<file path="config.mk">
export PLATFORM = sky130hd
export DESIGN_NAME = fetch
export DESIGN_NICKNAME = d
export VERILOG_FILES = /design/src/hdl/mips_pkg.sv /design/src/hdl/fetch.sv
export SDC_FILE = /design/constraint.sdc
export NUM_CORES = 1
export LEC_CHECK = 0
export BUFFER_PORTS_ARGS = -buffer_cell sky130_fd_sc_hd__buf_2
export CAP_MARGIN = 15
export CORE_MARGIN = 1
export CORE_UTILIZATION = 48
export DETAILED_ROUTE_END_ITERATION = 6
export GPL_TIMING_DRIVEN = 0
export PLACE_DENSITY = 0.86
export SETUP_SLACK_MARGIN = 0.2
export SYNTH_ARGS = -nofsm -noshare
export SYNTH_HDL_FRONTEND = slang
export SYNTH_SLANG_ARGS = --single-unit
export TNS_END_PERCENT = 20
</file>
<file path="constraint.sdc">
create_clock -name clock -period 2.75 [get_ports clock]
set_clock_uncertainty 0.2 [all_clocks]
set_input_delay 0.275 -clock clock [delete_from_list [all_inputs] [get_ports clock]]
set_output_delay 0.275 -clock clock [all_outputs]
set_load 0.01 [all_outputs]
</file>
<file path="src/hdl/mips_pkg.sv">
// Shared types and encodings for the MIPS32 subset pipeline
// Word, register, opcode and immediate types, opcode and function codes,
// ALU operation and run state enums

package mips_pkg;

    typedef logic [31:0] word_t;
    typedef logic [4:0]  reg_addr_t;
    typedef logic [5:0]  opcode_t;
    typedef logic [5:0]  funct_t;
    typedef logic [15:0] imm_t;

    // Primary opcodes
    localparam opcode_t op_rtype = 6'h00;
    localparam opcode_t op_j     = 6'h02;
    localparam opcode_t op_beq   = 6'h04;
    localparam opcode_t op_bne   = 6'h05;
    localparam opcode_t op_addiu = 6'h09;
    localparam opcode_t op_lui   = 6'h0f;
    localparam opcode_t op_lw    = 6'h23;
    localparam opcode_t op_sw    = 6'h2b;

    // R-type function field
    localparam funct_t fn_jr   = 6'h08;
    localparam funct_t fn_addu = 6'h21;
    localparam funct_t fn_subu = 6'h23;
    localparam funct_t fn_and  = 6'h24;
    localparam funct_t fn_or   = 6'h25;
    localparam funct_t fn_slt  = 6'h2a;

    typedef enum logic [2:0] {
        alu_add,
        alu_sub,
        alu_and,
        alu_or,
        alu_slt,
        alu_lui
    } alu_op_t;

    typedef enum logic [1:0] {
        st_load,
        st_run,
        st_done
    } run_state_t;

endpackage
</file>
<file path="src/hdl/fetch.sv">
// Fetch stage
// Program counter with redirect and stall hold, fetch/decode register

module fetch (
    input  logic            clock,
    input  logic            rst,
    input  logic            running,
    input  mips_pkg::word_t insn,
    input  logic            stall,
    input  logic            redirect,
    input  mips_pkg::word_t redirect_pc,
    output mips_pkg::word_t pc,
    output logic            fd_valid,
    output mips_pkg::word_t fd_insn,
    output mips_pkg::word_t fd_pc
);
    import mips_pkg::*;

    always_ff @(posedge clock) begin
        if (rst) begin
            pc       <= '0;
            fd_valid <= 1'b0;
        end else begin
            if (redirect) begin
                pc <= redirect_pc;
            end else if (running && !stall) begin
                pc <= pc + word_t'(4);
            end

            // Squash the fetched word on a taken branch or jump
            if (redirect || !running) begin
                fd_valid <= 1'b0;
            end else if (!stall) begin
                fd_valid <= 1'b1;
            end
        end
    end

    always_ff @(posedge clock) begin
        if (!stall) begin
            fd_insn <= insn;
            fd_pc   <= pc;
        end
    end

endmodule

</file>
==> results of run 1 <==
==> logic make-up (layout without fill, tap and decap cells) <==
logic type / after synthesis / count (layout) / share of synthesized area
buf+inv: 28 / 262 / 0.0265
flops: 97 / 97 / 0.652
mux: 2 / 2 / 0.00506
xor+xnor: 9 / 9 / 0.0199
simple gates: 124 / 124 / 0.183
fa+ha+maj: 1 / 1 / 0.00316
compound gates: 55 / 55 / 0.110
==> power groups by stage <==
stage          Combinational, mW  Sequential [mW]  Clock [mW]
6_report                   0.405             1.73        1.01
5_1_grt                    0.436             1.75        1.06
4_1_cts                    0.401             1.73        1.01
3_5_place_dp               0.339             1.76           0
3_3_place_gp               0.327             1.76           0
2_1_floorplan              0.105             1.81           0
==> layout make-up <==
class / count / area share
timing repair buffer: 218 / 0.242
inverter: 12 / 0.00793
sequential: 97 / 0.455
tap: 102 / 0.0225
multi-input combinational: 191 / 0.224
clock buffer: 9 / 0.0218
buffer: 16 / 0.0106
clock inverter: 7 / 0.0167
==> per-stage QoR <==
stage / instances / utilization
floorplan: 316 / -
global placement: 581 / 0.625
detailed placement: 582 / 0.627
CTS: 652 / 0.724
global route: 652 / 0.724
finish: 652 / 0.724
==> metal layers <==
layer,global-route usage,vias up,wire [um]
met1,0.333,1696,4680
met3,0.0534,24,842
met5,0,-,0
met2,0.477,183,5980
li1,-,1691,-
met4,0.104,0,258
==> placed cells by master (no fill, tap or decap), types with 3 or more instances in the layout <==
| cell type | netlist | layout |
|---|---|---|
| dfxtp_1 | 33 | 33 |
| a31oi_1 | 3 | 3 |
| nor4_1 | 8 | 8 |
| a2111oi_0 | 3 | 3 |
| nand3_1 | 9 | 9 |
| nor2b_1 | 11 | 11 |
| a21oi_1 | 4 | 4 |
| clkbuf_1 | 15 | 15 |
| nand4_1 | 12 | 12 |
| or4_1 | 5 | 5 |
| and3_1 | 8 | 8 |
| clkbuf_8 | 0 | 9 |
| buf_2 | 0 | 163 |
| inv_6 | 0 | 3 |
| nand2b_1 | 5 | 5 |
| nand2_1 | 17 | 17 |
| o311ai_0 | 3 | 3 |
| or3_1 | 5 | 5 |
| a211oi_1 | 7 | 7 |
| o21bai_1 | 3 | 3 |
| and4_1 | 7 | 7 |
| nor2_1 | 23 | 23 |
| o31ai_1 | 3 | 3 |
| xnor2_1 | 8 | 8 |
| edfxtp_1 | 64 | 64 |
| inv_1 | 11 | 10 |
| a311oi_1 | 14 | 14 |
| dlygate4sd3_1 | 0 | 54 |
| nor3_1 | 3 | 3 |
==> sequential cells by signal (all words and copies together) (netlist names) <==
register and cells:
fd_pc 32, fd_insn 32, pc 32, fd_valid 1
==> tightest hold or removal path: stages <==
cell and delay, ns:
buf_2 0.10, o21bai_1 0.14, a311oi_1 0.05
==> path summary, 6_finish.rpt <==
check / to / cells after the start / slack [ns] / startpoint
max: pc[14] / 5 / 0.38 / pc[2]
min: pc[20] / 3 / 0.03 / redirect_pc[20]
max reg2reg: pc[14] / 5 / 0.38 / pc[2]
min reg2reg: fd_pc[0] / 0 / 0.27 / pc[0]
==> what timing repair did <==
action,in CTS,in global routing
setup buffers,0,0
hold endpoints to repair,54,0
hold buffers,54,0
==> results.cfg, run 1 <==
[global_route]
grt_max_degree = 35
grt-ovfl-total = 0
grt_pass1_vias = 3476
antenna_found_initial = 0
grt_usage = 0.273
grt_pass1_wl_um = 17700

[setup_path]
cp.required_ns = 2.85
critPathSlowestCell = dfxtp_1
critical_path_class = reg2reg
critical_path_arrival_ns = 2.47
worst-path-buf-inv = 0
worst_setup_path_start_kind = register
worstPathCellList = ha_1, nand3b_1, or3_1, or4_1, a31oi_1
end_kind = register
worstPathMaxFanout = 10
crit_family = simple AND/OR/NAND/NOR gates
max_stage_delay_ns = 0.46

[routing]
ant_nets = 0
wirelength_um = 11800
first_pass_iters = 6
via_per_inst = 5.51
route.vias.total = 3594
drcViolationCount = 0
drt-initial-drc-count = 194
wire_per_inst_um = 18.0

[yosys]
yosysSeqAreaShare = 0.652
ys_async_sr_fraction = 0
yosysMostFrequentCell = edfxtp_1
synthFlopType = edfxtp_1
syn_nets = 386
synth_area_um2 = 3960
synth_top_area_cell = edfxtp_1
ys_ff_latch = 97
synth_cell_type_count = 48
yosys_warnings = 0
synth_cells = 316
synth_edf_count = 64
syn_area_per_cell_um2 = 12.5
synth_area_leaders = edfxtp_1 (49%), dfxtp_1 (17%), a311oi_1 (3.1%)
synth_top_area_share = 0.485
synthTopCellsByCount = edfxtp_1 (64), dfxtp_1 (33), nor2_1 (23)

[timing]
worst_hold_slack_ns = 0.0347
fin_crit_ns = 2.37
setup_viol = 0
max_slew_margin = 0.496
timing.final.ws_setup_ns = 0.378
finalSetupTns_ns = 0
hold_viol = 0
drv_slew = 0
worst_slew_pin_slew_ns = 0.753
rsz0062_at_grt = no
timing.fmax_mhz = 422
fin_crit_sh = 0.862

[final_layout]
fillers = 554
design_area_um2 = 5680
nets = 615
area_delta_synth_final_pct = 43.5
diodes = 0
register_area_um2 = 2580
multi_input_area_um2 = 1270
drive_gt1_frac = 0.333

[clock_tree]
htree_levels = 3
cts-root-buf = clkbuf_8
post_cts_resized = 0
cts_buffer_depth = 2
cts_made_buffers = 9
path_clk_slew_ns = 0.11
cts_sinks = 97
cts_tree = done
clock_latency_ns = 0.37

[floorplanning]
die_h_um = 92.8
initial_core_util = 0.504
rows = 32
die_w_um = 92.8
die_area_um2 = 8610
io_pins = 166
core_um2 = 7850

[placement]
dp_worst_setup_slack_ns = 0.431
io_buffer_count = 163
gp_congestion = 0.857
dpl.hpwl_um = 7560
post_dp_cell_area_um2 = 4920

[power_and_ir_drop]
netSwitchingFraction = 0.266
vdd_drop_max_v = 0.000305
finalPower_mw = 3.15
p_int_mw = 2.31
power_density_nw_per_um2 = 554
pwr-share-comb = 0.129
pwr-share-seq = 0.551
clockPowerShare = 0.321
power.switching_mw = 0.837
p_leak_nw = 2.36

[hold_path]
hold_class = in2reg

[outcome]
status = completed

[job]
drv_cap = 0
(Power assumes the default switching activity.)
==> inputs of run 2 (changes only) <==
--- a/config.mk
+++ b/config.mk
@@ -8,10 +8,10 @@
 export BUFFER_PORTS_ARGS = -buffer_cell sky130_fd_sc_hd__buf_2
 export CAP_MARGIN = 15
 export CORE_MARGIN = 1
-export CORE_UTILIZATION = 48
+export CORE_UTILIZATION = 35
 export DETAILED_ROUTE_END_ITERATION = 6
 export GPL_TIMING_DRIVEN = 0
-export PLACE_DENSITY = 0.86
+export PLACE_DENSITY = 0.68
 export SETUP_SLACK_MARGIN = 0.2
 export SYNTH_ARGS = -nofsm -noshare
 export SYNTH_HDL_FRONTEND = slang
==> results.cfg, run 2 (synthesis gave the netlist of run 1 again) <==
[outcome]
status = completed

[final_layout]
diodes = 0
multi_input_area_um2 = 1270
area_delta_synth_final_pct = 44.8
final_common_cell = buf_2
reg_top3 = fd_insn x32, fd_pc x32, pc x32
nets = 606
most-common-layout-cells = buf_2 (163), edfxtp_1 (64), dlygate4sd3_1 (45)
final_util = 0.524
register_area_um2 = 2580
fillers = 988
drive_gt1_frac = 0.333

[timing]
drv_slew = 0
max_slew_margin = 0.485
fin_crit_ns = 2.34
fin_crit_sh = 0.849
timing.fmax_mhz = 428
rsz0062_at_grt = no
hold_viol = 0
setup_viol = 0
worst_slew_pin_slew_ns = 0.770

[power_and_ir_drop]
power_density_nw_per_um2 = 600
finalPower_mw = 3.44
p_leak_nw = 2.36
vdd_drop_max_v = 0.000282

[routing]
via_per_inst = 5.17
ant_nets = 0
drcViolationCount = 0
wire_per_inst_um = 16.2
wirelength_um = 11100
drt-initial-drc-count = 192
route.vias.total = 3519
first_pass_iters = 4

[floorplanning]
die_h_um = 108
die_area_um2 = 11700
initial_core_util = 0.362
die_w_um = 108
rows = 38
io_pins = 166
core_um2 = 10900

[job]
drv_cap = 0

[clock_tree]
cts_made_buffers = 9
cts_buffer_depth = 2
cts_sinks = 97
post_cts_resized = 0
path_clk_slew_ns = 0.07
cts-root-buf = clkbuf_16
cts_tree = done
htree_levels = 3
clock_latency_ns = 0.34

[setup_path]
worstPathMaxFanout = 10
worst_setup_path_start_kind = register
end_kind = register
critical_path_arrival_ns = 2.41
cp.required_ns = 2.82
critical_path_class = reg2reg

[global_route]
grt_pass1_wl_um = 16800
grt-ovfl-total = 0
grt_pass1_vias = 3314
grt_usage = 0.191
antenna_found_initial = 0
grt_max_degree = 35

[placement]
gp_congestion = 0.876
io_buffer_count = 163
dpl.hpwl_um = 7640

[hold_path]
hold_class = in2reg
==> run 2: cell types whose count changed in the layout (fill, tap and decap cells not counted), sizes merged <==
cell	previous run	this run
inv	16	12
clkbuf	24	25
dlygate4sd3	54	45
clkinv	2	4
bufinv	1	2
==> run 2: repair_timing <==
action	CTS	global route
hold buffers	45	0
buffers inserted	0	0
endpoints found under the hold margin	45	0
==> run 2: critical path, stage by stage, from the launching register on <==
cell,delay (ns)
dfxtp_1,0.45
ha_1,0.28
nand3b_1,0.34
or3_1,0.43
or4_1,0.41
a31oi_1,0.16
==> run 2: per-stage QoR <==
step                cell area (um2)  TNS, ns  hold WS (ns)  cells  worst slack (ns)
floorplan                      3960        0         0.174    316             0.600
detailed placement             4970        0         0.240    620             0.442
finish                         5730        0        0.0125    681             0.415
CTS                            5730        0       0.00299    681             0.419
global route                   5730        0        0.0104    681             0.257
global placement               4950    -3.54         0.232    619           -0.0585
==> run 2: metal layers <==
metal / track usage / up-vias / share of wire
met2: 0.319 / 166 / 0.48
met4: 0.0898 / 0 / 0.020
met1: 0.237 / 1659 / 0.42
li1: - / 1679 / -
met3: 0.0380 / 15 / 0.078
met5: 0 / - / 0
==> run 2: final timing paths <==
| kind | from | to | slack (ns) | cells after the start |
|---|---|---|---|---|
| setup / recovery | pc[2] | pc[14] | 0.41 | 5 |
| hold / removal | redirect_pc[12] | pc[12] | 0.01 | 3 |
| setup reg to reg | pc[2] | pc[14] | 0.41 | 5 |
| hold reg to reg | pc[1] | fd_pc[1] | 0.26 | 0 |
==> run 2: layout make-up <==
cell class / instances / area share
well taps: 140 / 0.0306
multi-input cells: 191 / 0.222
repair buffers: 209 / 0.224
inverters: 12 / 0.00786
clock buffers: 10 / 0.0400
flip-flops and latches: 97 / 0.451
clock inverters: 6 / 0.0142
plain buffers: 16 / 0.0105
==> run 2: power by group <==
group | switching (mW) | internal (mW) | leakage, nW
registers | 0.0684 | 1.66 | 0.914
logic | 0.195 | 0.191 | 1.30
clock network | 0.529 | 0.793 | 0.152
