===== config.mk =====
export PLATFORM = sky130hd
export DESIGN_NAME = execute
export DESIGN_NICKNAME = d
export VERILOG_FILES = /design/src/hdl/mips_pkg.sv /design/src/hdl/execute.sv
export SDC_FILE = /design/constraint.sdc
export NUM_CORES = 1
export LEC_CHECK = 0
export ABC_AREA = 1
export BUFFER_PORTS_ARGS = -buffer_cell sky130_fd_sc_hd__buf_2
export CORE_MARGIN = 2
export CORE_UTILIZATION = 50
export CTS_CLUSTER_DIAMETER = 30
export DETAILED_ROUTE_END_ITERATION = 8
export PLACE_DENSITY = 0.83
export SYNTH_ARGS = -nofsm -noshare
export SYNTH_HDL_FRONTEND = slang
export SYNTH_SLANG_ARGS = --single-unit

===== constraint.sdc =====
create_clock -name clock -period 4.45 [get_ports clock]
set_input_delay 0.2225 -clock clock [delete_from_list [all_inputs] [get_ports clock]]
set_output_delay 0.2225 -clock clock [all_outputs]
set_load 0.005 [all_outputs]

===== src/hdl/mips_pkg.sv =====
// Shared types and encodings for the MIPS32 subset pipeline
// Word, register, opcode and immediate types, opcode and function codes,
// ALU operation and run state enums

package mips_pkg;

    typedef logic [31:0] word_t;
    typedef logic [4:0]  reg_addr_t;
    typedef logic [5:0]  opcode_t;
    typedef logic [5:0]  funct_t;
    typedef logic [15:0] imm_t;

    // Primary opcodes
    localparam opcode_t op_rtype = 6'h00;
    localparam opcode_t op_j     = 6'h02;
    localparam opcode_t op_beq   = 6'h04;
    localparam opcode_t op_bne   = 6'h05;
    localparam opcode_t op_addiu = 6'h09;
    localparam opcode_t op_lui   = 6'h0f;
    localparam opcode_t op_lw    = 6'h23;
    localparam opcode_t op_sw    = 6'h2b;

    // R-type function field
    localparam funct_t fn_jr   = 6'h08;
    localparam funct_t fn_addu = 6'h21;
    localparam funct_t fn_subu = 6'h23;
    localparam funct_t fn_and  = 6'h24;
    localparam funct_t fn_or   = 6'h25;
    localparam funct_t fn_slt  = 6'h2a;

    typedef enum logic [2:0] {
        alu_add,
        alu_sub,
        alu_and,
        alu_or,
        alu_slt,
        alu_lui
    } alu_op_t;

    typedef enum logic [1:0] {
        st_load,
        st_run,
        st_done
    } run_state_t;

endpackage

===== src/hdl/execute.sv =====
// Execute stage
// Operand forwarding, ALU, branch and jump resolution,
// completion on jr $31 and the execute/memory register

module execute (
    input  logic                clock,
    input  logic                rst,
    input  logic                de_valid,
    input  mips_pkg::alu_op_t   de_alu_op,
    input  mips_pkg::reg_addr_t de_rs,
    input  mips_pkg::reg_addr_t de_rt,
    input  mips_pkg::reg_addr_t de_rd,
    input  mips_pkg::word_t     de_rs_data,
    input  mips_pkg::word_t     de_rt_data,
    input  mips_pkg::word_t     de_imm,
    input  mips_pkg::word_t     de_pc,
    input  logic                de_reg_we,
    input  logic                de_mem_read,
    input  logic                de_mem_write,
    input  logic                de_branch_eq,
    input  logic                de_branch_ne,
    input  logic                de_jump,
    input  logic                de_jump_reg,
    input  logic                de_use_imm,
    input  logic                mem_we,
    input  mips_pkg::reg_addr_t mem_rd,
    input  mips_pkg::word_t     mem_result,
    input  logic                wb_we,
    input  mips_pkg::reg_addr_t wb_rd,
    input  mips_pkg::word_t     wb_data,
    output logic                redirect,
    output mips_pkg::word_t     redirect_pc,
    output logic                done,
    output logic                em_valid,
    output logic                em_reg_we,
    output logic                em_mem_read,
    output logic                em_mem_write,
    output mips_pkg::reg_addr_t em_rd,
    output mips_pkg::word_t     em_result,
    output mips_pkg::word_t     em_store_data
);
    import mips_pkg::*;

    word_t src_a, src_b, op_b, alu_result, pc_plus4;
    logic  taken, jr_final;

    // Memory stage wins over write-back
    function automatic word_t forward(reg_addr_t r, word_t reg_val);
        if (mem_we && mem_rd == r) begin
            return mem_result;
        end else if (wb_we && wb_rd == r) begin
            return wb_data;
        end
        return reg_val;
    endfunction

    assign src_a    = forward(de_rs, de_rs_data);
    assign src_b    = forward(de_rt, de_rt_data);
    assign op_b     = de_use_imm ? de_imm : src_b;
    assign pc_plus4 = de_pc + word_t'(4);

    always_comb begin
        case (de_alu_op)
            alu_sub: alu_result = src_a - op_b;
            alu_and: alu_result = src_a & op_b;
            alu_or:  alu_result = src_a | op_b;
            alu_slt: alu_result = word_t'($signed(src_a) < $signed(op_b));
            alu_lui: alu_result = {op_b[15:0], 16'b0};
            default: alu_result = src_a + op_b;
        endcase
    end

    assign taken    = (de_branch_eq && src_a == src_b) || (de_branch_ne && src_a != src_b);
    assign jr_final = de_jump_reg && de_rs == reg_addr_t'(31);
    assign redirect = de_valid && (taken || de_jump || (de_jump_reg && !jr_final));
    assign done     = de_valid && jr_final;

    always_comb begin
        if (de_jump_reg) begin
            redirect_pc = src_a;
        end else if (de_jump) begin
            redirect_pc = {pc_plus4[31:28], de_imm[25:0], 2'b00};
        end else begin
            redirect_pc = pc_plus4 + {de_imm[29:0], 2'b00};
        end
    end

    always_ff @(posedge clock) begin
        if (rst) begin
            em_valid     <= 1'b0;
            em_reg_we    <= 1'b0;
            em_mem_read  <= 1'b0;
            em_mem_write <= 1'b0;
        end else begin
            em_valid     <= de_valid;
            em_reg_we    <= de_reg_we;
            em_mem_read  <= de_mem_read;
            em_mem_write <= de_mem_write;
        end
    end

    always_ff @(posedge clock) begin
        em_rd         <= de_rd;
        em_result     <= alu_result;
        em_store_data <= src_b;
    end

endmodule


==> results of run 1 <==
cell type report:
type	instances	area (um2)
fillers	2483	9310
inverters	329	1230
repair buffers	416	2300
well taps	324	405
clock inverters	7	95.1
diodes	1	2.50
flip-flops and latches	73	1460
multi-input cells	1687	9140
clock buffers	9	225
repair_timing:
action	CTS	global route
hold endpoints to repair	5	0
hold buffers	5	0
resized for setup	0	2
setup buffers	0	0
endpoints found under the setup margin	0	1
sequential cells by signal (all words and copies together), names as in the netlist:
signal,flops
em_store_data,32
em_rd,5
em_result,32
em_valid,1
em_mem_write,1
em_mem_read,1
em_reg_we,1
power breakdown:
part | internal, mW | switching [mW]
clock network | 0.492 | 0.345
logic | 0.745 | 1.33
registers | 0.752 | 0.0287
total | 1.99 | 1.71
cells in the mapped netlist (11+ instances only):
cell        n
nand2_1   621
ha_1      124
buf_2      16
nor3_1     17
a21o_1     13
nand3_1   105
nand4_1    59
o211ai_1   28
xor2_1     41
a21oi_1   146
nor2_1    174
inv_1     312
o21ai_0   170
o21bai_1   11
clkbuf_1   52
or2_2      18
xnor2_1    19
inv_2      14
dfxtp_1    73
o21ai_1    42
worst max-delay path, delay by kind of cell:
kind | cells | cell delay (ps)
XOR/XNOR | 1 | 160
adder cells (fa/ha/maj) | 1 | 390
AND/OR/NAND/NOR | 14 | 2230
buffers and inverters | 6 | 620
AO/OA/AOI/OAI | 2 | 270
metal layers:
layer	part of all wire	wire length [um]	track usage
met1	0.41	23300	0.583
met2	0.42	23700	0.655
met3	0.12	6670	0.0743
met4	0.049	2760	0.177
met5	0	0	0
through the flow:
| step | instances | area, um2 | worst slack [ps] | util |
|---|---|---|---|---|
| 2_1_floorplan | 2167 | 12200 | 877 | - |
| 5_1_grt | 2846 | 14900 | 34.8 | 0.615 |
| 6_report | 2846 | 14900 | 344 | 0.615 |
| 4_1_cts | 2845 | 14900 | 260 | 0.615 |
| 3_5_place_dp | 2824 | 14500 | 166 | 0.599 |
| 3_3_place_gp | 2824 | 14500 | 176 | 0.599 |
cells by family (layout without fill, tap and decap cells):
group,count (synthesis),in the layout,share of synthesized area
flip-flops,73,73,0.120
adder cells (fa/ha/maj),127,127,0.132
XOR/XNOR,60,60,0.0430
other,0,1,0
AND/OR/NAND/NOR,1026,1026,0.352
AO/OA/AOI/OAI,474,474,0.221
buffers and inverters,407,761,0.132
worst paths after layout:
kind	end	slack (ps)	startpoint	depth (start not counted)
setup / recovery	redirect_pc[30]	340	de_pc[4]	24
hold / removal	em_mem_read	50	rst	2
==> reports/qor.yml, run 1 <==
status:
  status: "finished clean"
route:
  viasPerCell: 5.77
  drt-initial-drc-count: 1856
  wl_per_cell_um: 19.8
  ant_nets: 0
  vias: 16400
  drc: 0
  routed_wl_mm: 56.4
  first_pass_iters: 6
place:
  dp_hpwl_mm: 47.7
  gp_congestion: 1.04
  port_buffers: 339
critical_path:
  cp_cell_sequence: "buf_2, nand2_1, nor2_1, nand3_1, nor2_1, nand2_1, nor2_2, nand2_1, nor2_4, inv_1, nor3_1, xnor2_1, clkinv_1, ha_2, inv_1, nor3_1, inv_1, nor2_1, nand4_1, nand3_1, nand2_1, o221ai_1, o21ai_0, buf_2"
  crit_required_ps: 4230
  crit_path_end_kind: "output port"
  path_class: "in -> out"
  cp-start-kind: "input pin"
  crit_fanout: 6
  slowest_stage: "ha_2"
  cpMostUsedCell: "nand2_1"
  critPathMaxStageDelay_ps: 390
  critPathArrivalTime_ps: 3880
floorplanning:
  pin_count: 340
  die_h_um: 160
  dieArea_um2: 25700
  core_area_um2: 24200
  start_util: 0.505
  rows: 57
  dieWidth_um: 160
synthesis:
  ys_warn_count: 0
  synth_ff_type: "dfxtp_1"
  synthTopCellsByArea: "nand2_1 19%, ha_1 13%, dfxtp_1 12%"
  syn_area_um2: 12200
  ys_ff_latch: 73
  post_synth_inst_count: 2167
  synth-edff-count: 0
  syn_area_per_cell_um2: 5.63
  synthDistinctLibCells: 50
  synthArstFlopShare: 0
  syn-num-nets: 2527
  yosysTopAreaCellShare: 0.191
  ys_seq_area_frac: 0.120
  synth_largest_area_cell: "nand2_1"
cells_and_area:
  drive_gt1_frac: 0.189
  final_common_cell: "nand2_1"
  mostFrequentLayoutCells: "621 x nand2_1, 339 x buf_2, 312 x inv_1, 174 x nor2_1, 170 x o21ai_0"
  area_delta_synth_final_pct: 21.8
  nNetsFinal: 2876
clocking:
  cts_buffers: 9
  cts_root_buffer: "clkbuf_16"
  cts_tree: "built"
  htreeDepth: 3
  cts_buffer_depth: 2
  clkSinkCount: 73
  clk_pin_slew_worst_paths_ps: 70
global_route:
  grt_max_degree: 37
  grt_overflow: 0
  grt_pass1_vias: 15100
  grt_pass1_wl_mm: 84.4
  grtUsageTotal: 0.424
  grt_antenna_before_repair: 2
power_and_ir_drop:
  ir_worst_vdd_mv: 0.188
  powerDensity_nw_per_um2: 249
  power_leakage_nw: 8.37
  power_mw: 3.70
sta:
  hold_viol_final: 0
  rsz0062_at_grt: "no"
  worst_hold_slack_ps: 49.0
  fin_tns_setup_ps: 0
  finalSetupViolCount: 0
  min_period_over_period: 0.923
  relSlewSlack: 0.193
  tightest_slew_ps: 1210
  fin_crit_ps: 4110
  finalMaxSlewViolations: 0
  fmax_mhz: 244
job:
  drv_cap: 0
hold_path:
  hp-class: "in -> reg"
(Power assumes the default switching activity.)
==> inputs of run 2 (changes only) <==
==> constraint.sdc (replaced) <==
create_clock -name clock -period 3.9 [get_ports clock]
set_input_delay 0.195 -clock clock [delete_from_list [all_inputs] [get_ports clock]]
set_output_delay 0.195 -clock clock [all_outputs]
set_load 0.005 [all_outputs]
==> reports/qor.yml, run 2 (synthesis results as in run 1) <==
route:
  routed_wl_mm: 58.1  # +3.0%
  drt-initial-drc-count: 2084  # +12%
  first_pass_iters: 8  # +2
  viasPerCell: 5.67  # -1.7%
  ant_nets: 0  # unchanged
  wl_per_cell_um: 18.9  # -4.8%
  drc: 0  # unchanged
  vias: 17500  # +6.4%
status:
  status: "finished clean"
clocking:
  htreeDepth: 3  # unchanged
  cts_root_buffer: "clkbuf_16"
  cts_tree: "built"
  clkSinkCount: 73  # unchanged
  cts_buffer_depth: 2  # unchanged
  clk_pin_slew_worst_paths_ps: 70  # about the same
  cts_buffers: 9  # unchanged
global_route:
  grt_antenna_before_repair: 6  # +4
  grt_overflow: 0  # unchanged
  grt_pass1_vias: 16200  # +7.2%
  grt_pass1_wl_mm: 86.6  # +2.6%
  grtUsageTotal: 0.433  # +0.00861
  grt_max_degree: 50  # +35%
floorplanning:
  dieWidth_um: 160  # unchanged
  die_h_um: 160  # unchanged
  rows: 57  # unchanged
  pin_count: 340  # unchanged
  core_area_um2: 24200  # unchanged
  dieArea_um2: 25700  # unchanged
  start_util: 0.505  # unchanged
sta:
  fmax_mhz: 267
  tightest_slew_ps: 1200  # -8.04 ps
  min_period_over_period: 0.961
  hold_viol_final: 0  # unchanged
  fin_crit_ps: 3750
  finalSetupViolCount: 0  # unchanged
  finalMaxSlewViolations: 0  # unchanged
  relSlewSlack: 0.199  # +0.00536
  fin_tns_setup_ps: 0  # unchanged
place:
  placed_area_um2: 16200  # +12%
  gp_congestion: 1.06  # +2.2%
  dp_hpwl_mm: 49.4  # +3.5%
  port_buffers: 339  # unchanged
cells_and_area:
  postLayoutCellArea_um2: 16900  # +14%
  area_delta_synth_final_pct: 38.4
  nNetsFinal: 3111  # +8.2%
  final_common_cell: "nand2_1"
  top_regs: "em_result (32), em_store_data (32), em_rd (5)"
  multi_input_area_um2: 9350  # +2.3%
  finish.utilization: 0.699  # +0.0839
  regArea_um2: 1460  # unchanged
  drive_gt1_frac: 0.275  # +0.0866
  fillCellCount: 2250  # -9.4%
  mostFrequentLayoutCells: "620 x nand2_1, 339 x buf_2, 312 x inv_1, 301 x buf_4, 162 x nor2_1"
critical_path:
  cpMostUsedCell: "nand2_1"
  setup.worst_path.end: "em_result[26]"
  critPathArrivalTime_ps: 3990  # +110 ps
  slowest_stage: "ha_1"
  critPathMaxStageDelay_ps: 350  # -40 ps
  cp-start-kind: "input pin"
  crit_cells: 27  # +13%
  crit_required_ps: 4140  # -90 ps
  critPathLaunch: "de_rt[4]"
  critical_path.top_delay_family: "compound AO/OA/AOI/OAI gates"
  crit_path_end_kind: "flop"
  path_class: "in -> reg"
  crit_fanout: 9  # +3
  worst-path-buf-inv: 7  # +1
power_and_ir_drop:
  power_mw: 4.66  # +26%
  ir_worst_vdd_mv: 0.226  # +20%
  power_leakage_nw: 9.56  # +14%
  powerDensity_nw_per_um2: 276  # +11%
job:
  drv_cap: 0  # unchanged
hold_path:
  hp-class: "in -> reg"
## run 2: changes by cell type in the layout (fill, tap and decap cells not counted), moves of 4 or more
cell	before	now
a21oi_1	146	138
a21oi_2	0	8
buf_4	71	301
nand3_1	105	100
nand3_2	3	8
nor2_1	174	162
nor2_2	3	14
nor3_1	17	13
o21ai_0	170	152
o21ai_1	42	57
## run 2: worst min-delay path by stage
stage	startpoint	endpoint	depth (start not counted)
final	de_mem_read	em_mem_read	3
after global routing	de_mem_read	em_mem_read	3
after CTS	de_mem_read	em_mem_read	3
after detailed placement	de_rd[3]	em_rd[3]	1
after global placement	de_rd[2]	em_rd[2]	1
after floorplan	de_rd[0]	em_rd[0]	0
## run 2: power breakdown
group / leakage, nW / internal [mW] / switching, mW
logic: 8.79 / 1.17 / 1.63
registers: 0.615 / 0.858 / 0.0366
clock network: 0.157 / 0.568 / 0.399
## run 2: cell type report
type	instances	area share
repair buffers	651	0.243
well taps	324	0.0240
flip-flops and latches	73	0.0865
inverters	329	0.0731
clock inverters	7	0.00607
diodes	2	0.000296
multi-input cells	1687	0.554
clock buffers	9	0.0133
## run 2: per-layer routing
metal / global-route usage / share of wire
met3: 0.0629 / 0.12
met5: 0 / 0.00040
met4: 0.202 / 0.049
met1: 0.582 / 0.40
met2: 0.684 / 0.43
## run 2: metrics by stage
stage / setup slack [ps] / cells / hold slack [ps]
after global placement: -295 / 3053 / 298
after CTS: 22.3 / 3074 / 35.2
final: 152 / 3082 / 35.0
after detailed placement: -303 / 3053 / 299
after global routing: -14.1 / 3082 / 48.9
after floorplan: 354 / 2167 / 223
## run 2: timing repair
| item | CTS | global route |
|---|---|---|
| endpoints found under the setup margin | 0 | 29 |
| buffers inserted | 0 | 6 |
| hold endpoints to repair | 5 | 0 |
| hold buffers | 5 | 0 |
| gates resized for setup | 0 | 75 |
