$ cat src/hdl/mips_pkg.sv
// Shared types and encodings for the MIPS32 subset pipeline
// Word, register, opcode and immediate types, opcode and function codes,
// ALU operation and run state enums

package mips_pkg;

    typedef logic [31:0] word_t;
    typedef logic [4:0]  reg_addr_t;
    typedef logic [5:0]  opcode_t;
    typedef logic [5:0]  funct_t;
    typedef logic [15:0] imm_t;

    // Primary opcodes
    localparam opcode_t op_rtype = 6'h00;
    localparam opcode_t op_j     = 6'h02;
    localparam opcode_t op_beq   = 6'h04;
    localparam opcode_t op_bne   = 6'h05;
    localparam opcode_t op_addiu = 6'h09;
    localparam opcode_t op_lui   = 6'h0f;
    localparam opcode_t op_lw    = 6'h23;
    localparam opcode_t op_sw    = 6'h2b;

    // R-type function field
    localparam funct_t fn_jr   = 6'h08;
    localparam funct_t fn_addu = 6'h21;
    localparam funct_t fn_subu = 6'h23;
    localparam funct_t fn_and  = 6'h24;
    localparam funct_t fn_or   = 6'h25;
    localparam funct_t fn_slt  = 6'h2a;

    typedef enum logic [2:0] {
        alu_add,
        alu_sub,
        alu_and,
        alu_or,
        alu_slt,
        alu_lui
    } alu_op_t;

    typedef enum logic [1:0] {
        st_load,
        st_run,
        st_done
    } run_state_t;

endpackage
$ cat src/hdl/decode.sv
// Decode stage
// Instruction decode, register file with write-through,
// load-use hazard detection and the decode/execute register

module decode (
    input  logic                clock,
    input  logic                rst,
    input  logic                fd_valid,
    input  mips_pkg::word_t     fd_insn,
    input  mips_pkg::word_t     fd_pc,
    input  logic                flush,
    input  logic                ex_load,
    input  mips_pkg::reg_addr_t ex_rd,
    input  logic                wb_we,
    input  mips_pkg::reg_addr_t wb_rd,
    input  mips_pkg::word_t     wb_data,
    output logic                stall,
    output logic                de_valid,
    output mips_pkg::alu_op_t   de_alu_op,
    output mips_pkg::reg_addr_t de_rs,
    output mips_pkg::reg_addr_t de_rt,
    output mips_pkg::reg_addr_t de_rd,
    output mips_pkg::word_t     de_rs_data,
    output mips_pkg::word_t     de_rt_data,
    output mips_pkg::word_t     de_imm,
    output mips_pkg::word_t     de_pc,
    output logic                de_reg_we,
    output logic                de_mem_read,
    output logic                de_mem_write,
    output logic                de_branch_eq,
    output logic                de_branch_ne,
    output logic                de_jump,
    output logic                de_jump_reg,
    output logic                de_use_imm
);
    import mips_pkg::*;

    word_t     regs [32];
    opcode_t   opcode;
    funct_t    funct;
    reg_addr_t rs, rt, rd, dest;
    imm_t      imm16;
    word_t     imm_ext;
    alu_op_t   alu_op;
    logic      reg_we, mem_read, mem_write, use_imm;
    logic      branch_eq, branch_ne, jump, jump_reg;
    logic      rs_used, rt_used;

    // Register 0 reads as zero, a write in the same cycle passes through
    function automatic word_t read_reg(reg_addr_t r);
        if (r == '0) begin
            return '0;
        end else if (wb_we && wb_rd == r) begin
            return wb_data;
        end
        return regs[r];
    endfunction

    assign opcode = fd_insn[31:26];
    assign rs     = fd_insn[25:21];
    assign rt     = fd_insn[20:16];
    assign rd     = fd_insn[15:11];
    assign funct  = fd_insn[5:0];
    assign imm16  = fd_insn[15:0];

    always_comb begin
        alu_op    = alu_add;
        dest      = rt;
        imm_ext   = {{16{imm16[15]}}, imm16};
        reg_we    = 1'b0;
        mem_read  = 1'b0;
        mem_write = 1'b0;
        use_imm   = 1'b0;
        branch_eq = 1'b0;
        branch_ne = 1'b0;
        jump      = 1'b0;
        jump_reg  = 1'b0;
        rs_used   = 1'b1;
        rt_used   = 1'b0;
        case (opcode)
            op_rtype: begin
                dest    = rd;
                reg_we  = 1'b1;
                rt_used = 1'b1;
                case (funct)
                    fn_addu: alu_op = alu_add;
                    fn_subu: alu_op = alu_sub;
                    fn_and:  alu_op = alu_and;
                    fn_or:   alu_op = alu_or;
                    fn_slt:  alu_op = alu_slt;
                    fn_jr: begin
                        reg_we   = 1'b0;
                        jump_reg = 1'b1;
                    end
                    default: reg_we = 1'b0;
                endcase
            end
            op_addiu: begin
                use_imm = 1'b1;
                reg_we  = 1'b1;
            end
            op_lui: begin
                alu_op  = alu_lui;
                imm_ext = {16'b0, imm16};
                use_imm = 1'b1;
                reg_we  = 1'b1;
                rs_used = 1'b0;
            end
            op_lw: begin
                use_imm  = 1'b1;
                reg_we   = 1'b1;
                mem_read = 1'b1;
            end
            op_sw: begin
                use_imm   = 1'b1;
                mem_write = 1'b1;
                rt_used   = 1'b1;
            end
            op_beq: begin
                branch_eq = 1'b1;
                rt_used   = 1'b1;
            end
            op_bne: begin
                branch_ne = 1'b1;
                rt_used   = 1'b1;
            end
            op_j: begin
                // Instruction index rides in the immediate
                imm_ext = {6'b0, fd_insn[25:0]};
                jump    = 1'b1;
                rs_used = 1'b0;
            end
            default: rs_used = 1'b0;
        endcase
    end

    // Load in execute feeding a source here
    assign stall = fd_valid && ex_load && ex_rd != '0 &&
                   ((rs_used && rs == ex_rd) || (rt_used && rt == ex_rd));

    always_ff @(posedge clock) begin
        if (wb_we && wb_rd != '0) begin
            regs[wb_rd] <= wb_data;
        end
    end

    always_ff @(posedge clock) begin
        if (rst || flush || stall || !fd_valid) begin
            de_valid     <= 1'b0;
            de_alu_op    <= alu_add;
            de_reg_we    <= 1'b0;
            de_mem_read  <= 1'b0;
            de_mem_write <= 1'b0;
            de_branch_eq <= 1'b0;
            de_branch_ne <= 1'b0;
            de_jump      <= 1'b0;
            de_jump_reg  <= 1'b0;
            de_use_imm   <= 1'b0;
        end else begin
            de_valid     <= 1'b1;
            de_alu_op    <= alu_op;
            de_reg_we    <= reg_we && dest != '0;
            de_mem_read  <= mem_read;
            de_mem_write <= mem_write;
            de_branch_eq <= branch_eq;
            de_branch_ne <= branch_ne;
            de_jump      <= jump;
            de_jump_reg  <= jump_reg;
            de_use_imm   <= use_imm;
        end
    end

    always_ff @(posedge clock) begin
        de_rs      <= rs;
        de_rt      <= rt;
        de_rd      <= dest;
        de_rs_data <= read_reg(rs);
        de_rt_data <= read_reg(rt);
        de_imm     <= imm_ext;
        de_pc      <= fd_pc;
    end

endmodule

$ cat config.mk
export PLATFORM = sky130hd
export DESIGN_NAME = decode
export DESIGN_NICKNAME = d
export VERILOG_FILES = /design/src/hdl/mips_pkg.sv /design/src/hdl/decode.sv
export SDC_FILE = /design/constraint.sdc
export NUM_CORES = 1
export LEC_CHECK = 0
export ABC_AREA = 1
export BUFFER_PORTS_ARGS = -buffer_cell sky130_fd_sc_hd__buf_2
export CELL_PAD_IN_SITES_DETAIL_PLACEMENT = 1
export CELL_PAD_IN_SITES_GLOBAL_PLACEMENT = 1
export CORE_MARGIN = 8
export CORE_UTILIZATION = 37
export CTS_CLUSTER_SIZE = 25
export DETAILED_ROUTE_END_ITERATION = 10
export PLACE_DENSITY_LB_ADDON = 0.1
export SYNTH_ARGS = -nofsm -noshare
export SYNTH_HDL_FRONTEND = slang
export SYNTH_SLANG_ARGS = --single-unit
$ cat constraint.sdc
create_clock -name clock -period 3.92 [get_ports clock]
set_input_delay 0.196 -clock clock [delete_from_list [all_inputs] [get_ports clock]]
set_output_delay 0.196 -clock clock [all_outputs]
set_load 0.05 [all_outputs]
==> results of run 1 <==
==> layout by cell type, fill, tap and decap left out, drive strengths merged <==
cell / netlist / routed
diode: 0 / 4
clkbuf: 144 / 215
nor3: 14 / 14
nand3: 787 / 787
edfxtp: 1024 / 1024
o21ai: 590 / 590
clkinv: 2 / 34
dlygate4sd3: 0 / 101
nand4: 36 / 36
nand2: 870 / 870
nor2: 236 / 236
buf: 302 / 386
o22ai: 5 / 5
o211ai: 446 / 446
inv: 540 / 546
conb: 1 / 32
xor2: 3 / 3
xnor2: 2 / 2
nand3b: 8 / 8
nor4: 1 / 1
bufinv: 0 / 3
nor3b: 1 / 1
a21oi: 486 / 486
dfxtp: 150 / 150
clkinvlp: 0 / 1
==> routing by layer <==
layer  up-vias  routed length, µm  track usage (%)
met4         2               8890             9.70
li1      20500                  -                -
met5         -                 20                0
met1     23800             102000             38.1
met2      1646             107000             44.8
met3       416              13800             3.72
==> worst max-delay path by stage <==
stage / startpoint / end / depth (start not counted)
floorplan: wb_rd[4] / regs[24][0] / 5
global placement: fd_insn[16] / de_rt_data[9] / 9
detailed placement: fd_insn[16] / de_rt_data[9] / 9
CTS: fd_insn[20] / de_alu_op[2] / 13
global route: fd_insn[20] / de_alu_op[2] / 14
finish: fd_insn[20] / de_alu_op[2] / 14
==> through the flow <==
| stage | cell area [µm²] | instances | hold slack, ps | total power [mW] | setup WS, ps |
|---|---|---|---|---|---|
| final | 64100 | 7925 | 65.4 | 30.4 | 840 |
| after global routing | 64100 | 7921 | 27.7 | 31.3 | 750 |
| after CTS | 64100 | 7921 | 4.89 | 30.6 | 1000 |
| after detailed placement | 58600 | 7563 | 300 | 17.7 | 1080 |
| after global placement | 58600 | 7563 | 298 | 17.6 | 1090 |
| after floorplan | 55600 | 5679 | 224 | 16.3 | 528 |
==> power by group through the flow <==
stage / clock (mW) / combinational [mW] / sequential [mW]
finish: 12.9 / 3.41 / 14.1
global route: 13.5 / 3.66 / 14.1
CTS: 13.1 / 3.41 / 14.1
detailed placement: 0 / 3.32 / 14.3
global placement: 0 / 3.28 / 14.3
floorplan: 0 / 1.57 / 14.7
==> timing repair <==
item,in CTS,in global routing
hold buffers,101,0
endpoints found under the hold margin,999,0
setup endpoints to repair,0,0
gates resized for setup,0,0
==> cell families (layout without fill, tap and decap cells) <==
| family | count (synthesis) | after routing | share of synthesized area (%) |
|---|---|---|---|
| simple gates | 1953 | 1953 | 15.3 |
| compound gates | 1527 | 1527 | 15.8 |
| flops | 1174 | 1174 | 60.9 |
| buf+inv | 988 | 1286 | 7.92 |
| xor+xnor | 5 | 5 | 0.0790 |
| other cells | 1 | 36 | 0.00676 |
==> cell type report <==
class	count	area, µm²	share of cell area, %
well taps	1944	2430	3.79
clock inverters	42	294	0.458
flip-flops and latches	1174	33800	52.6
diodes	4	10.0	0.0156
repair buffers	487	3750	5.84
inverters	542	2060	3.22
multi-input cells	3517	17700	27.5
clock buffers	215	4180	6.51
==> metrics.md, run 1 <==
| Metric | Value |
|---|---|
| Outcome | `completed` |
| Worst r2r src | `regs[2][12]` |
| Routed Antenna Nets | `0` |
| Fin util | `43.0%` |
| WP data arrival | `3770 ps` |
| Post-synth EDFFs | `1024` |
| FMAX | `325 MHz` |
| Drc violations | `0` |
| Delay of the slowest cell on the worst path | `590 ps` |
| Clock share of power | `42.4%` |
| Worst vdd ir | `0.000379 V` |
| Period utilization | `78.6%` |
| Fin. max-slew vios | `0` |
| Syn Area/Cell | `9.82 µm²` |
| HP Class | `in -> reg` |
| Clock Root Buffer | `clkbuf_16` |
| Data required time of the worst path | `4610 ps` |
| Clock latency on the worst-skew pair | `760 ps` |
| First-pass GRT wire length | `333000 µm` |
| Yosys cell types | `32` |
| Area leader, netlist | `edfxtp_1` |
| Post-Route Setup TNS | `0 ps` |
| IO buf count | `267` |
| Drt pass-1 iters | `5` |
| Worst-Margin Slew | `1440 ps` |
| Ys Warns | `0` |
| Routed WL | `232000 µm` |
| Synth top area share | `55.5%` |
| Area growth, synth to finish | `15.7%` |
| Core Area | `149000 µm²` |
| I/O pin total | `268` |
| Final estimated routing congestion in global placement | `0.810` |
| Synth top cells by count | `edfxtp_1 (1024), nand2_1 (868), nand3_1 (786), inv_1 (533), o21ai_0 (501)` |
| HP Start | `fd_pc[31]` |
| Largest cells by area after synthesis | `edfxtp_1 (55%), nand3_1 (7.1%), o211ai_1 (6.0%)` |
| Slew margin rel. | `3.52%` |
| R2r setup slk | `2460 ps` |
| Worst path most repeated cell | `nand2_1` |
| Startpoint Class | `input pin` |
| Hold Violations, Final | `0` |
| Post-DP HPWL | `129000 µm` |
| Gr ovfl total | `0` |
| Fillcell total | `16600` |
| Vias in the first global route | `46800` |
| Worst Hold End | `de_pc[31]` |
| Post-synth ARST share | `0%` |
| # clock sinks | `1174` |
| Comb pwr share | `11.2%` |
| Die Y | `403 µm` |
| DRT iter0 DRCs | `4121` |
| Flop pwr share | `46.4%` |
| Final worst path period need | `3080 ps` |
| Leakage | `24.1 nW` |
| Sw Ratio | `26.8%` |
| Crit end category | `flip-flop` |
| Worst reg2reg endpoint | `de_rs_data[12]` |
| CP max-delay cell | `dlygate4sd3_1` |
| NetSw | `8.13 mW` |
| TritonCTS clock tree | `built` |
| Hold path cells | `2` |
| Initial antenna violation count | `13` |
| Ys flop type | `edfxtp_1` |
| Max Cap Viol | `0` |
| Die Area | `163000 µm²` |
| Biggest register | `regs` |
| Crit-path leading delay family | `buffers and inverters` |
| Total track usage | `27.7%` |
| Post-synthesis cell area | `55500 µm²` |
| Fin Clk Skew | `18.9 ps` |
| R2R cell count | `8` |
| Seq/Total Area, Yosys | `60.9%` |
| Inserted Clock Buffers | `143` |
| Share of cells above drive strength 1 | `10.6%` |
| Post-Synthesis Cells | `5648` |
| Clk pin slew, worst setup/hold paths | `50 ps` |
| Postcts setup bufs | `0` |
| Yosys reg bits | `1174` |
| Largest net degree at the start of global routing | `173` |
| Nets@finish | `5977` |
| Routed len/inst | `29.2 µm` |
| Max clock buf depth | `3` |
| Max reg flops | `1024` |
| Initial Util | `37.2%` |
| Drt via density | `5.84` |
| Power Density | `474 nW/µm²` |
| RSZ-0062 raised after global routing | `no` |
| Count leader, synth | `edfxtp_1` |
| Die W | `403 µm` |
| Via count | `46300` |
| Cell Rows | `142` |
| Crit Path Class | `in -> reg` |
| Final setup fails | `0` |
| Crit Path Max Fanout | `15` |
| CP Cell Sequence | `dlygate4sd3_1 > buf_2 > inv_2 > o21ai_0 > inv_1 > nand2_1 > nor2_1 > nand2_1 > nand2_1 > nand2_1 > nand3_1 > dlygate4sd3_1 > nand2_1 > dlygate4sd3_1` |
| P_int | `22.2 mW` |
| H-Tree Depth | `4` |
| Critical path buffers and inverters | `6` |
Note: power is estimated with default switching activity, not from simulation.
==> inputs of run 2 (changes only) <==
Clock period 3.92 ns to 3.1 ns, I/O delays scaled along.
==> metrics.md, run 2 (synthesized netlist as in run 1, its figures left out) <==
| Metric | Value |
|---|---|
| Post-DP HPWL | `133000 µm (+3.1%)` |
| Place WS | `729 ps (-353 ps)` |
| Routed WL | `234000 µm (+0.75%)` |
| Met3 WL | `15100 µm (+8.8%)` |
| Period utilization | `88.1%` |
| Clock Root Buffer | `clkbuf_16` |
| Crit end category | `output pin` |
| Initial Util | `37.2% (unchanged)` |
| # clock sinks | `1174 (unchanged)` |
| Worst vdd ir | `0.000453 V (+19%)` |
| DRT iter0 DRCs | `4237 (+2.8%)` |
| Share of cells above drive strength 1 | `11.5% (+0.87 points)` |
| Crit-path leading delay family | `buffers and inverters` |
| Initial antenna violation count | `14 (+1)` |
| Comb pwr share | `11.4% (+0.2 points)` |
| Crit Path Max Fanout | `7 (-8)` |
| Die W | `403 µm (unchanged)` |
| Slew margin rel. | `15.7% (+12 points)` |
| NetSw | `10.3 mW (+27%)` |
| Delay of the slowest cell on the worst path | `570 ps (-20 ps)` |
| Top layer in use | `met5` |
| Final worst path period need | `2730 ps` |
| H-Tree Depth | `4 (unchanged)` |
| Cell Rows | `142 (unchanged)` |
| Drt pass-1 iters | `6 (+1)` |
| Die Y | `403 µm (unchanged)` |
| Worst r2r src | `regs[25][29]` |
| First-pass GRT wire length | `337000 µm (+1.1%)` |
| Most common cell after layout, fill and taps aside | `edfxtp_1` |
| Leakage | `24.7 nW (+2.6%)` |
| HP Class | `in -> reg` |
| FMAX | `366 MHz` |
| Nets@finish | `6066 (+1.5%)` |
| WP data arrival | `2580 ps (-1190 ps)` |
| CP max-delay cell | `dlygate4sd3_1` |
| Biggest register | `regs` |
| Fin. max-slew vios | `0 (unchanged)` |
| Total track usage | `28.0% (+0.31 points)` |
| TritonCTS clock tree | `built` |
| Final setup fails | `0 (unchanged)` |
| Crit Path Class | `in -> out` |
| Core Area | `149000 µm² (unchanged)` |
| Outcome | `completed` |
| Routed len/inst | `29.1 µm (-0.44%)` |
| Inserted Clock Buffers | `143 (unchanged)` |
| Clock share of power | `43.1% (+0.7 points)` |
| Setup WS post-layout | `368 ps (-472 ps)` |
| Power Density | `598 nW/µm² (+26%)` |
| Drc violations | `0 (unchanged)` |
| Max reg flops | `1024 (unchanged)` |
| Clock latency on the worst-skew pair | `760 ps (about the same)` |
| Area growth, synth to finish | `18.1%` |
| I/O pin total | `268 (unchanged)` |
| Leading cell types in the layout, fill and taps excluded | `edfxtp_1 (1024), nand2_1 (867), nand3_1 (785), inv_1 (529), o21ai_0 (501)` |
| Via count | `46700 (+0.95%)` |
| Fillcell total | `16500 (-0.98%)` |
| Hold Violations, Final | `0 (unchanged)` |
| CP startpoint | `fd_insn[26]` |
| Largest net degree at the start of global routing | `135 (-22%)` |
| Data required time of the worst path | `2940 ps (-1670 ps)` |
| Vias in the first global route | `47900 (+2.2%)` |
| Clk pin slew, worst setup/hold paths | `50 ps (about the same)` |
| Metal1 wirelength | `101000 µm (-1.7%)` |
| Gr ovfl total | `0 (unchanged)` |
| Drt via density | `5.83 (-0.25%)` |
| Critical path buffers and inverters | `5 (-1)` |
| CP Cell Sequence | `dlygate4sd3_1 > buf_2 > nor2_1 > dlygate4sd3_1 > nand3_1 > nand2_1 > nor2_1 > a21oi_1 > nand2_1 > inv_1 > buf_2` |
| Sw Ratio | `26.4% (-0.41 points)` |
| Max Cap Viol | `0 (unchanged)` |
| Startpoint Class | `input pin` |
| Fin Clk Skew | `15.0 ps (-3.92 ps)` |
| Routed Antenna Nets | `0 (unchanged)` |
| Post-Route Setup TNS | `0 ps (unchanged)` |
| Fin util | `43.9% (+0.89 points)` |
| Flop pwr share | `45.5% (-0.9 points)` |
| P_int | `28.8 mW (+30%)` |
| IO buf count | `267 (unchanged)` |
| Final estimated routing congestion in global placement | `0.805 (-0.53%)` |
| Max clock buf depth | `3 (unchanged)` |
| DR WL met2 | `107000 µm (+0.78%)` |
| CTS resizes | `0 (unchanged)` |
| Worst-Margin Slew | `1260 ps (-180 ps)` |
| HP Start | `fd_insn[9]` |
| RSZ-0062 raised after global routing | `no` |
| Die Area | `163000 µm² (unchanged)` |
## run 2: per-stage QoR
step                      hold slack [ps]  cell area, µm²  power (mW)  std cells
after floorplan                       183           55600        20.6       5679
after global placement                257           59400        22.4       7615
after detailed placement              259           59400        22.4       7615
after CTS                            1.59           65500        39.5       8016
after global routing                 10.4           65500        40.4       8020
final                                37.3           65500        39.1       8020
## run 2: final timing paths
check / end / slack [ps] / depth (start not counted)
setup / recovery: stall / 370 / 11
hold / removal: de_imm[9] / 40 / 2
setup reg to reg: de_rs_data[29] / 1610 / 8
hold reg to reg: de_rt_data[15] / 750 / 6
## run 2: what timing repair did
item / CTS / global route
endpoints found under the hold margin: 1165 / 0
endpoints found under the setup margin: 0 / 0
setup buffers: 0 / 0
hold buffers: 138 / 0
## run 2: per-layer routing
layer	global-route usage, %	up-vias
li1	-	20700
met1	37.6	23900
met2	45.3	1758
met3	4.22	460
met4	11.4	2
met5	0	-
## run 2: layout make-up
type | instances | area [µm²] | area share, %
diodes | 4 | 10.0 | 0.0153
clock buffers | 215 | 4250 | 6.49
flip-flops and latches | 1174 | 33800 | 51.6
repair buffers | 576 | 4830 | 7.38
well taps | 1944 | 2430 | 3.72
multi-input cells | 3517 | 17700 | 27.0
inverters | 542 | 2070 | 3.16
clock inverters | 48 | 453 | 0.692
## run 2: power groups by stage
stage	combinational, mW	clock (mW)	sequential, mW
detailed placement	4.30	0	18.1
floorplan	1.99	0	18.6
global placement	4.25	0	18.1
global route	4.78	17.8	17.8
finish	4.46	16.9	17.8
CTS	4.45	17.2	17.8
